<file path="src/rv_pkg.sv">
`default_nettype none

package rv_pkg;

    // Datapath widths
    localparam int XLEN     = 32;
    localparam int REG_AW   = 5;
    localparam int NUM_REGS = 1 << REG_AW;

    // First fetch address out of reset
    localparam logic [XLEN-1:0] RESET_PC = {XLEN{1'b0}};

    // Major opcodes of the supported subset
    localparam logic [6:0] OPC_OP     = 7'b0110011;
    localparam logic [6:0] OPC_OP_IMM = 7'b0010011;
    localparam logic [6:0] OPC_LUI    = 7'b0110111;
    localparam logic [6:0] OPC_BRANCH = 7'b1100011;
    localparam logic [6:0] OPC_JAL    = 7'b1101111;

    // funct3 values
    localparam logic [2:0] F3_ADD_SUB = 3'b000;
    localparam logic [2:0] F3_XOR     = 3'b100;
    localparam logic [2:0] F3_OR      = 3'b110;
    localparam logic [2:0] F3_AND     = 3'b111;
    localparam logic [2:0] F3_BEQ     = 3'b000;
    localparam logic [2:0] F3_BNE     = 3'b001;

    // funct7 values for register-register ops
    localparam logic [6:0] F7_BASE = 7'b0000000;
    localparam logic [6:0] F7_SUB  = 7'b0100000;

    // ALU operation select
    localparam int ALU_OP_W = 3;

    localparam logic [ALU_OP_W-1:0] ALU_ADD    = 3'd0;
    localparam logic [ALU_OP_W-1:0] ALU_SUB    = 3'd1;
    localparam logic [ALU_OP_W-1:0] ALU_AND    = 3'd2;
    localparam logic [ALU_OP_W-1:0] ALU_OR     = 3'd3;
    localparam logic [ALU_OP_W-1:0] ALU_XOR    = 3'd4;
    localparam logic [ALU_OP_W-1:0] ALU_PASS_B = 3'd5;

    // Fetch queue sizing
    localparam int QUEUE_DEPTH = 2;
    localparam int QUEUE_PTR_W = (QUEUE_DEPTH > 1) ? $clog2(QUEUE_DEPTH) : 1;
    localparam int QUEUE_CNT_W = $clog2(QUEUE_DEPTH + 1);

    // Instruction length in bytes
    localparam logic [XLEN-1:0] INSTR_BYTES = 4;

endpackage

`default_nettype wire
</file>
<file path="src/rv_core_top.sv">
`timescale 1ns/1ps
`default_nettype none

module rv_core_top (
    input  wire                       clk,
    input  wire                       i_rst_n,

    // Instruction memory, ack is active low
    output logic [rv_pkg::XLEN-1:0]   o_imem_addr,
    input  wire [rv_pkg::XLEN-1:0]    i_imem_data,
    input  wire                       i_imem_ack_n,

    // Retire report
    output logic                      o_retire_valid,
    output logic [rv_pkg::XLEN-1:0]   o_retire_pc,
    output logic [rv_pkg::REG_AW-1:0] o_retire_rd,
    output logic [rv_pkg::XLEN-1:0]   o_retire_data
);
    import rv_pkg::*;

    logic            push;
    logic            queue_full;
    logic            queue_valid;
    logic [XLEN-1:0] head_pc;
    logic [XLEN-1:0] head_instr;
    logic            pop;
    logic            redirect;
    logic [XLEN-1:0] redirect_pc;

    rv_fetch fetch_inst (
        .clk           (clk),
        .i_rst_n       (i_rst_n),
        .i_imem_ack_n  (i_imem_ack_n),
        .i_full        (queue_full),
        .i_redirect    (redirect),
        .i_redirect_pc (redirect_pc),
        .o_imem_addr   (o_imem_addr),
        .o_push        (push)
    );

    // Queue is flushed by the same redirect that reloads the pc
    rv_fetch_queue queue_inst (
        .clk          (clk),
        .i_rst_n      (i_rst_n),
        .i_push       (push),
        .i_push_pc    (o_imem_addr),
        .i_push_instr (i_imem_data),
        .i_pop        (pop),
        .i_flush      (redirect),
        .o_full       (queue_full),
        .o_valid      (queue_valid),
        .o_head_pc    (head_pc),
        .o_head_instr (head_instr)
    );

    rv_execute execute_inst (
        .clk            (clk),
        .i_rst_n        (i_rst_n),
        .i_valid        (queue_valid),
        .i_pc           (head_pc),
        .i_instr        (head_instr),
        .o_pop          (pop),
        .o_redirect     (redirect),
        .o_redirect_pc  (redirect_pc),
        .o_retire_valid (o_retire_valid),
        .o_retire_pc    (o_retire_pc),
        .o_retire_rd    (o_retire_rd),
        .o_retire_data  (o_retire_data)
    );

endmodule

`default_nettype wire

</file>
<file path="src/rv_execute.sv">
`timescale 1ns/1ps
`default_nettype none

module rv_execute (
    input  wire                       clk,
    input  wire                       i_rst_n,
    input  wire                       i_valid,
    input  wire [rv_pkg::XLEN-1:0]    i_pc,
    input  wire [rv_pkg::XLEN-1:0]    i_instr,
    output logic                      o_pop,
    output logic                      o_redirect,
    output logic [rv_pkg::XLEN-1:0]   o_redirect_pc,
    output logic                      o_retire_valid,
    output logic [rv_pkg::XLEN-1:0]   o_retire_pc,
    output logic [rv_pkg::REG_AW-1:0] o_retire_rd,
    output logic [rv_pkg::XLEN-1:0]   o_retire_data
);
    import rv_pkg::*;

    logic [REG_AW-1:0]   dec_rs1;
    logic [REG_AW-1:0]   dec_rs2;
    logic [REG_AW-1:0]   dec_rd;
    logic [ALU_OP_W-1:0] dec_alu_op;
    logic                dec_use_imm;
    logic [XLEN-1:0]     dec_imm;
    logic                dec_is_branch;
    logic                dec_branch_ne;
    logic                dec_is_jal;
    logic                dec_wr_en;
    logic                dec_legal;
    logic [XLEN-1:0]     rf_rs1_data;
    logic [XLEN-1:0]     rf_rs2_data;
    logic [XLEN-1:0]     issue_rs1_val;
    logic [XLEN-1:0]     issue_rs2_val;

    // Execute stage state
    logic                ex_valid;
    logic [XLEN-1:0]     ex_pc;
    logic [XLEN-1:0]     ex_rs1_val;
    logic [XLEN-1:0]     ex_rs2_val;
    logic [XLEN-1:0]     ex_imm;
    logic [ALU_OP_W-1:0] ex_alu_op;
    logic                ex_use_imm;
    logic                ex_is_branch;
    logic                ex_branch_ne;
    logic                ex_is_jal;
    logic                ex_wr_en;
    logic [REG_AW-1:0]   ex_rd;
    logic [XLEN-1:0]     alu_b;
    logic [XLEN-1:0]     alu_result;
    logic [XLEN-1:0]     ex_result;
    logic                ex_write;
    logic                branch_taken;

    rv_decode decode_inst (
        .i_instr     (i_instr),
        .o_rs1       (dec_rs1),
        .o_rs2       (dec_rs2),
        .o_rd        (dec_rd),
        .o_alu_op    (dec_alu_op),
        .o_use_imm   (dec_use_imm),
        .o_imm       (dec_imm),
        .o_is_branch (dec_is_branch),
        .o_branch_ne (dec_branch_ne),
        .o_is_jal    (dec_is_jal),
        .o_wr_en     (dec_wr_en),
        .o_legal     (dec_legal)
    );

    rv_regfile regfile_inst (
        .clk        (clk),
        .i_rst_n    (i_rst_n),
        .i_rs1      (dec_rs1),
        .i_rs2      (dec_rs2),
        .o_rs1_data (rf_rs1_data),
        .o_rs2_data (rf_rs2_data),
        .i_wr_en    (ex_write),
        .i_rd       (ex_rd),
        .i_wr_data  (ex_result)
    );

    // Never stalls, so the head is taken as soon as it shows up
    assign o_pop = i_valid;

    // Forward the execute-stage result to the issuing instruction
    assign issue_rs1_val = (ex_write && (ex_rd == dec_rs1)) ? ex_result : rf_rs1_data;
    assign issue_rs2_val = (ex_write && (ex_rd == dec_rs2)) ? ex_result : rf_rs2_data;

    always_ff @(posedge clk or negedge i_rst_n) begin
        if (!i_rst_n) begin
            ex_valid <= 1'b0;
        end else begin
            // issue slot is dropped when the older instruction redirects
            ex_valid <= i_valid & ~o_redirect;
        end
    end

    always_ff @(posedge clk) begin
        ex_pc        <= i_pc;
        ex_rs1_val   <= issue_rs1_val;
        ex_rs2_val   <= issue_rs2_val;
        ex_imm       <= dec_imm;
        ex_alu_op    <= dec_alu_op;
        ex_use_imm   <= dec_use_imm;
        ex_is_branch <= dec_is_branch & dec_legal;
        ex_branch_ne <= dec_branch_ne;
        ex_is_jal    <= dec_is_jal & dec_legal;
        ex_wr_en     <= dec_wr_en & dec_legal;
        ex_rd        <= dec_rd;
    end

    assign alu_b = ex_use_imm ? ex_imm : ex_rs2_val;

    always_comb begin
        case (ex_alu_op)
            ALU_ADD:    alu_result = ex_rs1_val + alu_b;
            ALU_SUB:    alu_result = ex_rs1_val - alu_b;
            ALU_AND:    alu_result = ex_rs1_val & alu_b;
            ALU_OR:     alu_result = ex_rs1_val | alu_b;
            ALU_XOR:    alu_result = ex_rs1_val ^ alu_b;
            ALU_PASS_B: alu_result = alu_b;
            default:    alu_result = '0;
        endcase
    end

    // JAL links pc plus 4
    assign ex_result = ex_is_jal ? (ex_pc + INSTR_BYTES) : alu_result;
    assign ex_write  = ex_valid & ex_wr_en;

    assign branch_taken  = ex_is_branch & ((ex_rs1_val == ex_rs2_val) ^ ex_branch_ne);
    assign o_redirect    = ex_valid & (branch_taken | ex_is_jal);
    assign o_redirect_pc = ex_pc + ex_imm;

    always_ff @(posedge clk or negedge i_rst_n) begin
        if (!i_rst_n) begin
            o_retire_valid <= 1'b0;
        end else begin
            o_retire_valid <= ex_valid;
        end
    end

    // Branches and no-ops report rd and data as zero
    always_ff @(posedge clk) begin
        o_retire_pc   <= ex_pc;
        o_retire_rd   <= ex_wr_en ? ex_rd : '0;
        o_retire_data <= ex_wr_en ? ex_result : '0;
    end

endmodule

`default_nettype wire

</file>
<file path="src/rv_regfile.sv">
`timescale 1ns/1ps
`default_nettype none

module rv_regfile (
    input  wire                       clk,
    input  wire                       i_rst_n,
    input  wire [rv_pkg::REG_AW-1:0]  i_rs1,
    input  wire [rv_pkg::REG_AW-1:0]  i_rs2,
    output logic [rv_pkg::XLEN-1:0]   o_rs1_data,
    output logic [rv_pkg::XLEN-1:0]   o_rs2_data,
    input  wire                       i_wr_en,
    input  wire [rv_pkg::REG_AW-1:0]  i_rd,
    input  wire [rv_pkg::XLEN-1:0]    i_wr_data
);
    import rv_pkg::*;

    logic [XLEN-1:0] regs [NUM_REGS];

    always_ff @(posedge clk or negedge i_rst_n) begin
        if (!i_rst_n) begin
            for (int i = 0; i < NUM_REGS; i++) begin
                regs[i] <= '0;
            end
        end else if (i_wr_en && (i_rd != '0)) begin
            regs[i_rd] <= i_wr_data;
        end
    end

    // x0 always reads as zero
    assign o_rs1_data = (i_rs1 == '0) ? '0 : regs[i_rs1];
    assign o_rs2_data = (i_rs2 == '0) ? '0 : regs[i_rs2];

endmodule

`default_nettype wire

</file>
<file path="src/rv_decode.sv">
`timescale 1ns/1ps
`default_nettype none

module rv_decode (
    input  wire [rv_pkg::XLEN-1:0]       i_instr,
    output logic [rv_pkg::REG_AW-1:0]    o_rs1,
    output logic [rv_pkg::REG_AW-1:0]    o_rs2,
    output logic [rv_pkg::REG_AW-1:0]    o_rd,
    output logic [rv_pkg::ALU_OP_W-1:0]  o_alu_op,
    output logic                         o_use_imm,
    output logic [rv_pkg::XLEN-1:0]      o_imm,
    output logic                         o_is_branch,
    output logic                         o_branch_ne,
    output logic                         o_is_jal,
    output logic                         o_wr_en,
    output logic                         o_legal
);
    import rv_pkg::*;

    logic [6:0]      opcode;
    logic [2:0]      funct3;
    logic [6:0]      funct7;
    logic [XLEN-1:0] imm_i;
    logic [XLEN-1:0] imm_u;
    logic [XLEN-1:0] imm_b;
    logic [XLEN-1:0] imm_j;
    logic            writes_rd;

    assign opcode = i_instr[6:0];
    assign funct3 = i_instr[14:12];
    assign funct7 = i_instr[31:25];

    assign o_rd  = i_instr[11:7];
    assign o_rs1 = i_instr[19:15];
    assign o_rs2 = i_instr[24:20];

    // Immediate formats
    assign imm_i = {{(XLEN-12){i_instr[31]}}, i_instr[31:20]};
    assign imm_u = {i_instr[31:12], 12'b0};
    assign imm_b = {{(XLEN-12){i_instr[31]}}, i_instr[7], i_instr[30:25], i_instr[11:8], 1'b0};
    assign imm_j = {{(XLEN-20){i_instr[31]}}, i_instr[19:12], i_instr[20], i_instr[30:21], 1'b0};

    always_comb begin
        o_alu_op  = ALU_ADD;
        o_use_imm = 1'b0;
        o_imm     = imm_i;
        o_legal   = 1'b0;
        writes_rd = 1'b0;
        case (opcode)
            OPC_OP: begin
                writes_rd = 1'b1;
                if (funct7 == F7_SUB) begin
                    o_alu_op = ALU_SUB;
                    o_legal  = (funct3 == F3_ADD_SUB);
                end else begin
                    o_legal = (funct7 == F7_BASE);
                    case (funct3)
                        F3_ADD_SUB: o_alu_op = ALU_ADD;
                        F3_XOR:     o_alu_op = ALU_XOR;
                        F3_OR:      o_alu_op = ALU_OR;
                        F3_AND:     o_alu_op = ALU_AND;
                        default:    o_legal  = 1'b0;
                    endcase
                end
            end
            OPC_OP_IMM: begin
                writes_rd = 1'b1;
                o_use_imm = 1'b1;
                o_legal   = (funct3 == F3_ADD_SUB);   // only ADDI
            end
            OPC_LUI: begin
                writes_rd = 1'b1;
                o_use_imm = 1'b1;
                o_imm     = imm_u;
                o_alu_op  = ALU_PASS_B;
                o_legal   = 1'b1;
            end
            OPC_BRANCH: begin
                o_imm   = imm_b;
                o_legal = (funct3 == F3_BEQ) || (funct3 == F3_BNE);
            end
            OPC_JAL: begin
                writes_rd = 1'b1;
                o_imm     = imm_j;
                o_legal   = 1'b1;
            end
            default: o_legal = 1'b0;
        endcase
    end

    assign o_is_branch = (opcode == OPC_BRANCH);
    assign o_branch_ne = (funct3 == F3_BNE);
    assign o_is_jal    = (opcode == OPC_JAL);

    // No write for x0 targets
    assign o_wr_en = writes_rd & (o_rd != '0);

endmodule

`default_nettype wire

</file>
<file path="src/rv_fetch_queue.sv">
`timescale 1ns/1ps
`default_nettype none

module rv_fetch_queue (
    input  wire                     clk,
    input  wire                     i_rst_n,
    input  wire                     i_push,
    input  wire [rv_pkg::XLEN-1:0]  i_push_pc,
    input  wire [rv_pkg::XLEN-1:0]  i_push_instr,
    input  wire                     i_pop,
    input  wire                     i_flush,
    output logic                    o_full,
    output logic                    o_valid,
    output logic [rv_pkg::XLEN-1:0] o_head_pc,
    output logic [rv_pkg::XLEN-1:0] o_head_instr
);
    import rv_pkg::*;

    logic [XLEN-1:0]        pc_mem    [QUEUE_DEPTH];
    logic [XLEN-1:0]        instr_mem [QUEUE_DEPTH];
    logic [QUEUE_PTR_W-1:0] wr_ptr;
    logic [QUEUE_PTR_W-1:0] rd_ptr;
    logic [QUEUE_CNT_W-1:0] count;
    logic                   do_push;
    logic                   do_pop;

    function automatic logic [QUEUE_PTR_W-1:0] ptr_inc(input logic [QUEUE_PTR_W-1:0] ptr);
        if (ptr == QUEUE_PTR_W'(QUEUE_DEPTH - 1)) begin
            return '0;
        end
        return ptr + 1'b1;
    endfunction

    assign o_full  = (count == QUEUE_CNT_W'(QUEUE_DEPTH));
    assign o_valid = (count != '0);

    assign do_push = i_push & ~o_full & ~i_flush;
    assign do_pop  = i_pop & o_valid;

    always_ff @(posedge clk) begin
        if (do_push) begin
            pc_mem[wr_ptr]    <= i_push_pc;
            instr_mem[wr_ptr] <= i_push_instr;
        end
    end

    always_ff @(posedge clk or negedge i_rst_n) begin
        if (!i_rst_n) begin
            wr_ptr <= '0;
            rd_ptr <= '0;
            count  <= '0;
        end else if (i_flush) begin
            wr_ptr <= '0;
            rd_ptr <= '0;
            count  <= '0;
        end else begin
            if (do_push) begin
                wr_ptr <= ptr_inc(wr_ptr);
            end
            if (do_pop) begin
                rd_ptr <= ptr_inc(rd_ptr);
            end
            // Simultaneous push and pop leaves count unchanged
            case ({do_push, do_pop})
                2'b10:   count <= count + 1'b1;
                2'b01:   count <= count - 1'b1;
                default: count <= count;
            endcase
        end
    end

    assign o_head_pc    = pc_mem[rd_ptr];
    assign o_head_instr = instr_mem[rd_ptr];

endmodule

`default_nettype wire

</file>
<file path="src/rv_fetch.sv">
`timescale 1ns/1ps
`default_nettype none

module rv_fetch (
    input  wire                     clk,
    input  wire                     i_rst_n,
    input  wire                     i_imem_ack_n,
    input  wire                     i_full,
    input  wire                     i_redirect,
    input  wire [rv_pkg::XLEN-1:0]  i_redirect_pc,
    output logic [rv_pkg::XLEN-1:0] o_imem_addr,
    output logic                    o_push
);
    import rv_pkg::*;

    logic [XLEN-1:0] pc_q;
    logic [XLEN-1:0] pc_d;
    logic            mem_ready;
    logic            word_accepted;

    // Memory has valid data for the current address
    assign mem_ready = ~i_imem_ack_n;

    // Word goes into the queue only if there is room and no redirect
    assign word_accepted = mem_ready & ~i_full & ~i_redirect;

    assign o_push = word_accepted;

    // Redirect wins over sequential advance
    always_comb begin
        pc_d = pc_q;
        if (i_redirect) begin
            pc_d = i_redirect_pc;
        end else if (word_accepted) begin
            pc_d = pc_q + INSTR_BYTES;
        end
    end

    always_ff @(posedge clk or negedge i_rst_n) begin
        if (!i_rst_n) begin
            pc_q <= RESET_PC;
        end else begin
            pc_q <= pc_d;
        end
    end

    // The pc doubles as the pushed address
    assign o_imem_addr = pc_q;

endmodule

`default_nettype wire

</file>
<file path="config.mk">
export PLATFORM = sky130hd
export DESIGN_NAME = rv_core_top
export DESIGN_NICKNAME = d
export VERILOG_FILES = /design/src/rv_pkg.sv /design/src/rv_core_top.sv /design/src/rv_execute.sv /design/src/rv_regfile.sv /design/src/rv_decode.sv /design/src/rv_fetch_queue.sv /design/src/rv_fetch.sv
export SDC_FILE = /design/constraint.sdc
export NUM_CORES = 2
export LEC_CHECK = 0
export CAP_MARGIN = 20
export CORE_MARGIN = 1.5
export CORE_UTILIZATION = 50
export CTS_CLUSTER_DIAMETER = 50
export DETAILED_ROUTE_END_ITERATION = 8
export DONT_BUFFER_PORTS = 1
export PLACE_DENSITY = 0.67
export SYNTH_ARGS = -nofsm -noshare
export SYNTH_HDL_FRONTEND = slang
export SYNTH_SLANG_ARGS = --single-unit
</file>
<file path="constraint.sdc">
create_clock -name clk -period 6.6 [get_ports clk]
set_input_delay 0.99 -clock clk [delete_from_list [all_inputs] [get_ports clk]]
set_output_delay 0.99 -clock clk [all_outputs]
set_load 0.02 [all_outputs]
</file>
### After elaboration in Yosys (flattened, before gate mapping)

Memories as Yosys holds them, arrays and structs flattened. A register that Yosys moved wholly into a read port is not among the register bits.
Cells that the tools add are included.

* register bits: 1240
* RAM bits: 128
* word-level logic and storage cells: 176
* memories kept: 2
* input port bits: 35

Memories
* queue_inst.instr_mem: depth 2, bits a word 32, rd ports 1, clocked after memory_dff 0, write ports 1, RTL line rv_fetch_queue.sv:20 `logic [XLEN-1:0] instr_mem [QUEUE_DEPTH];`
* queue_inst.pc_mem: depth 2, bits a word 32, rd ports 1, clocked after memory_dff 1, write ports 1, RTL line rv_fetch_queue.sv:19 `logic [XLEN-1:0] pc_mem [QUEUE_DEPTH];`

* $add $sub $neg: 9
* equal/unequal tests: 21
* order comparisons: 4
* reduce and logical (&&, ||, !) cells: 21
* mux-type cells: 45
* bitwise operators: 23

Operator list (count)
* $bwmux 1024: 1
* $mux 32: 13
* $bmux 32 s5: 2
* $pmux 32 s6: 1
* $demux 32 s5: 1
* $pmux 31 s3: 1
* $add 32x3->32 const B: 2
* $add 32x32->32: 2
* $and 32x32->32: 1
* $eq 32x32->1: 1
* $or 32x32->32: 1
* $sub 32x32->32: 1
* $xor 32x32->32: 1
* $eq 7x6->1 const B: 3
* $mux 1: 20
* $ge 6x6->1 const B: 3
* $not 5->6: 3
* $eq 3x3->1 const B: 5
* $eq 7x7->1 const B: 2
* $and 1x1->1: 12
* $eq 5x5->1: 2
* $logic_not 5->1: 2
* $reduce_bool 5->1: 2
* $pmux 3 s3: 1
* 25 further kinds: 40

### Longest topological paths before layout

* word-level depth: 14
* gate-level depth with buffers: 24
* gate-level depth less buffers: 17

### Cells and area by module

From an unflattened synthesis, not the netlist that was laid out.

* cell total of the unflattened synthesis: 5646
* area, all modules: 74905.6 um^2

Modules (own cells, without submodules)
* rv_regfile: seq. area each 25624.6 um^2, cells an instance 3620, area an instance 54363.4 um^2, instances 1
* rv_execute: seq. area each 4254.1 um^2, cells an instance 1492, area an instance 13143.9 um^2, instances 1
* rv_fetch_queue: seq. area each 3943.8 um^2, cells an instance 225, area an instance 4845.9 um^2, instances 1
* rv_fetch: seq. area each 800.8 um^2, cells an instance 215, area an instance 1894.3 um^2, instances 1
* rv_decode: seq. area each 0.0 um^2, cells an instance 94, area an instance 658.1 um^2, instances 1

### Least setup slack after synthesis

OpenSTA, ideal clock, no wires.

* kind: flip-flop to flip-flop
* start: register execute_inst.ex_rs2_val[20]
* end: memory queue_inst.instr_mem[0][0] (enable)
* library setup time: 486 ps
* data required time: 6114 ps
* path slack: 1266 ps
* arrival: 4848 ps
* stages on the path, launching flop included: 10
* cell sequence: dfxtp_1 -> xor2_1 -> nor4_1 -> nand4_1 -> o2111a_1 -> a221oi_1 -> clkbuf_1 -> clkbuf_1 -> nand2_1 -> nor2_1

* cells in the longest elaborated chain, start to end: 11

RTL lines
* from (decl): RTL line rv_execute.sv:40 `logic [XLEN-1:0] ex_rs2_val;`
* from (signal assigned): RTL line rv_execute.sv:101 `ex_rs2_val <= issue_rs2_val;`
* $eq 32x32->1 (*): RTL line rv_execute.sv:130 `assign branch_taken = ex_is_branch & ((ex_rs1_val == ex_rs2_val) ^ ex_branch_ne);`
* $xor 1x1->1 (*): RTL line rv_execute.sv:130
* $and 1x1->1 (*): RTL line rv_execute.sv:130
* $or 1x1->1 (*): RTL line rv_execute.sv:131 `assign o_redirect = ex_valid & (branch_taken | ex_is_jal);`
* $and 1x1->1 (*): RTL line rv_execute.sv:131
* $not 1->1 (*): RTL line rv_fetch_queue.sv:37, rv_fetch.sv:25
* $and 1x1->1: RTL line rv_fetch.sv:25 `assign word_accepted = mem_ready & ~i_full & ~i_redirect;`
* $and 1x1->1: RTL line rv_fetch_queue.sv:37 `assign do_push = i_push & ~o_full & ~i_flush;`
* $and 1x1->1 (*): RTL line rv_fetch_queue.sv:37
* $mux 1 (*): RTL line rv_fetch_queue.sv:41 `if (do_push) begin`
* $mux 1 (implied by the code) (*): RTL line rv_fetch_queue.sv:43 `instr_mem[wr_ptr] <= i_push_instr;`
* to (decl): RTL line rv_fetch_queue.sv:20

Every way passes the cells marked *; elsewhere a longest branch is shown, timed or not.

### Worst setup path in the final report

* start: register execute_inst.ex_use_imm
* end: register execute_inst.regfile_inst.regs[477] (netlist bit)

* cells in the longest elaborated chain, start to end: 5
* elaborated cells on any way between the ends: 9
* those cells by class: 2 x add/sub; 4 x mux; 3 x bitwise

RTL lines
* from (decl): RTL line rv_execute.sv:43 `logic ex_use_imm;`
* from (signal assigned): RTL line rv_execute.sv:104 `ex_use_imm <= dec_use_imm;`
* $mux 32 (*): RTL line rv_execute.sv:112 `assign alu_b = ex_use_imm ? ex_imm : ex_rs2_val;`
* $sub 32x32->32, or another cell as far along: RTL line rv_execute.sv:117 `ALU_SUB: alu_result = ex_rs1_val - alu_b;`
* $pmux 32 s6 (*): RTL line rv_execute.sv:115 `case (ex_alu_op)`
* $mux 32 (*): RTL line rv_execute.sv:127 `assign ex_result = ex_is_jal ? (ex_pc + INSTR_BYTES) : alu_result;`
* $bwmux 1024 (*): RTL line rv_regfile.sv:25 `regs[i_rd] <= i_wr_data;`
* to (signal, indexed assignment): RTL line rv_regfile.sv:25
* to (decl): RTL line rv_regfile.sv:17 `logic [XLEN-1:0] regs [NUM_REGS];`

Marked as above.
A chain may end at the register's enable or synchronous reset.

==> run summary <==
Status - complete, no violations
Synth top area share - 0.3570
Top Family by Delay on Critical Path - simple AND/OR/NAND/NOR gates
CTS clock-pin slew for the worst setup and hold paths - 60 ps
DP Worst Slack - 1093 ps
Via-per-instance ratio - 6.483
Max reg flops - 1024
Number of synthesized flops with an enable pin - 128
Critical Path Fanout Max - 31
Final core occ - 0.5537
Slew @ Worst Pin - 1409 ps
Core Region - 147800 um^2
Starting Density - 0.5035
DIE AREA - 151200 um^2
Final setup viols - 0
Clk buf depth - 3
Die Y - 388.8 um
Via count - 62150
Syn Nets - 8056
Post-synth ARST share - 0.7586
Max cap viols - 0
Crit. End Element - register
Vias in the first global route - 59530
Setup TNS - 0 ps
CTS Buf Count - 164
Final net count - 7662
Root buffer cell - clkbuf_16
Port Buf Inserts - 0
Unrepaired setup endpoints after global routing - no
Worst setup SP type - register
Worst path buffer plus inverter count - 1
First-pass GRT wire length - 393000 um
Top flop regs - execute_inst.regfile_inst.regs x1024, queue_inst.instr_mem x64, queue_inst.pc_mem x64
Final ANT Viol Nets - 0
Clock Sinks - 1400
All-layer global routing usage - 0.3466
Max_slew headroom - 0.06049
Post-synthesis cell area - 74440 um^2
Area Growth Syn to Fin - 9.959%
Rows - 141
Die X - 388.8 um
Largest net degree at the start of global routing - 245
Pwr/cell area - 466.9 nW/um^2
Post-Syn Instances - 7888
Synth warnings - 0
Primary FF master, synth - dfrtp_1
Critical path arrival - 6260 ps
DR iter-0 viols - 7263
GPL Wtd Cong - 0.9820
Slowest stage delay, CP - 580 ps
Synth Register Bits - 1400
Pre-Repair DR Iteration Count - 7
Top Ports - 137
Crit-path slowest cell - or2_2
CP Data Required Time - 7260 ps
Largest Register - execute_inst.regfile_inst.regs
Crit path cell chain - buf_4 -> mux2i_1 -> and4_1 -> nand2_1 -> nor2_1 -> nand2_1 -> or2_1 -> nand2_1 -> xnor2_1 -> ha_1 -> and3_1 -> a221o_1 -> a21oi_1 -> o21ai_1 -> a21oi_1 -> or2_2 -> mux2i_1 -> a21oi_1
Initial antenna violation count - 20
Total setup buffers inserted after CTS - 0
Synth top area cells - dfrtp_1, nand2_1, mux4_2
Final WS setup - 999.9 ps
Drt drc - 0
Fin crit share - 0.8485
H-tree depth - 4
Yosys cell types - 101
Clk_skew - 33.58 ps
Worst skew pair latency - 820 ps
Final HPWL DP - 160100 um
Routed length per instance - 27.52 um
Max Fclk - 178.6 MHz
Hold crit path type - input port to asynchronous set/reset pin
Cts repair resizes - 0
DRT Wirelength - 263800 um
Seq/Total Area, Yosys - 0.4651
Fillers - 12870
Clock period minus worst slack - 5600 ps
Pleak - 32.40 nW
Max Slew Vio Count - 0
Largest area contributor in the netlist - dfrtp_1
GR Overflow Total - 0
Type of the worst setup path - register to register
CTS tree - done
Mean Syn Cell Area - 9.437 um^2
Total power - 38.22 mW
Final Hold Viols - 0
Peak VDD IR - 0.4908 mV
Layout cells sized above 1 - 0.1168
kinds of logic after synthesis:
family	Yosys count	share of synthesized area
flops	1400	0.4651
xor+xnor	173	0.02035
mux	416	0.1001
buf+inv	845	0.04622
compound gates	2199	0.1859
simple gates	2722	0.1597
fa+ha+maj	133	0.02256
cells in the final DEF (no fill, tap or decap), types with 147 or more instances in the layout:
| master | n |
|---|---|
| and2_1 | 329 |
| a211oi_1 | 330 |
| buf_4 | 147 |
| clkbuf_16 | 172 |
| nor3_1 | 215 |
| dfrtp_1 | 1061 |
| nor2_1 | 288 |
| a311oi_1 | 317 |
| a21oi_1 | 231 |
| o21ai_0 | 1018 |
| nand2_1 | 1640 |
| mux4_2 | 258 |
| dfxtp_1 | 207 |
layer usage:
metal  global-route usage  part of all wire  up-vias
li1                     -                 -    27530
met1               0.4730              0.40    30440
met2               0.5132              0.44     3433
met3              0.07648              0.11      743
met4               0.1925             0.057        2
met5                    0          0.000045        -
worst paths after layout:
path                                                            startpoint                                              end  slack (ps)  cells past startpoint
setup / recovery                           execute_inst.ex_use_imm$_DFF_P_  execute_inst.regfile_inst.regs[477]$_DFFE_PN0P_        1000                     18
hold / removal                                                     i_rst_n  execute_inst.regfile_inst.regs[614]$_DFFE_PN0P_          20                      1
setup reg to reg                           execute_inst.ex_use_imm$_DFF_P_  execute_inst.regfile_inst.regs[477]$_DFFE_PN0P_        1000                     18
hold reg to reg            execute_inst.regfile_inst.regs[998]$_DFFE_PN0P_  execute_inst.regfile_inst.regs[998]$_DFFE_PN0P_         400                      0
max in group asynchronous                                          i_rst_n  execute_inst.regfile_inst.regs[509]$_DFFE_PN0P_        3720                      3
min in group clk                                           i_imem_data[11]            queue_inst.instr_mem[0][11]$_DFFE_PP_         270                      0
cell usage after synthesis (all sizes together) (9+ instances only):
master,number
a211oi,332
a21o,36
a21oi,247
a221o,9
a221oi,17
a311oi,318
a31oi,46
and2,333
and3,23
buf,143
clkbuf,590
dfrtp,1062
dfxtp,210
edfxtp,128
ha,131
inv,106
mux2,44
mux2i,114
mux4,258
nand2,1669
nand2b,15
nand3,57
nand4,17
nor2,291
nor2b,15
nor3,219
nor4,20
o211ai,10
o21a,12
o21ai,1062
o221ai,10
o22ai,12
o31ai,15
or2,10
or3,16
xnor2,97
xor2,76
power by group:
group / switching, mW / internal [mW] / total (mW)
sequential: 1.41 / 9.59 / 11.0
combinational: 12.8 / 4.92 / 17.7
clock: 3.84 / 5.67 / 9.51
total: 18.0 / 20.2 / 38.2
stage by stage:
| step | cells | hold WS [ps] | cell area (um^2) |
|---|---|---|---|
| after CTS | 9562 | 0.3449 | 81770 |
| after global routing | 9585 | 27.77 | 81850 |
| after detailed placement | 9254 | 384.7 | 76030 |
| after global placement | 9253 | 380.2 | 76020 |
| after floorplan | 7888 | 349.8 | 74440 |
| final | 9586 | 20.66 | 81850 |
cell type report:
| type | count | area, um^2 | share of cell area |
|---|---|---|---|
| multi-input combinational | 5643 | 36870 | 0.4505 |
| sequential | 1400 | 34630 | 0.4231 |
| clock buffer | 226 | 4787 | 0.05848 |
| tap | 1930 | 2415 | 0.02950 |
| timing repair buffer | 179 | 1772 | 0.02165 |
| clock inverter | 81 | 924.6 | 0.01130 |
| inverter | 106 | 397.9 | 0.004861 |
| antenna | 21 | 52.55 | 0.0006420 |
timing repair:
action / in CTS / in global routing
endpoints found under the setup margin: 0 / 0
endpoints found under the hold margin: 52 / 0
hold buffers: 1 / 0
Power figures use the tool's default switching activity.
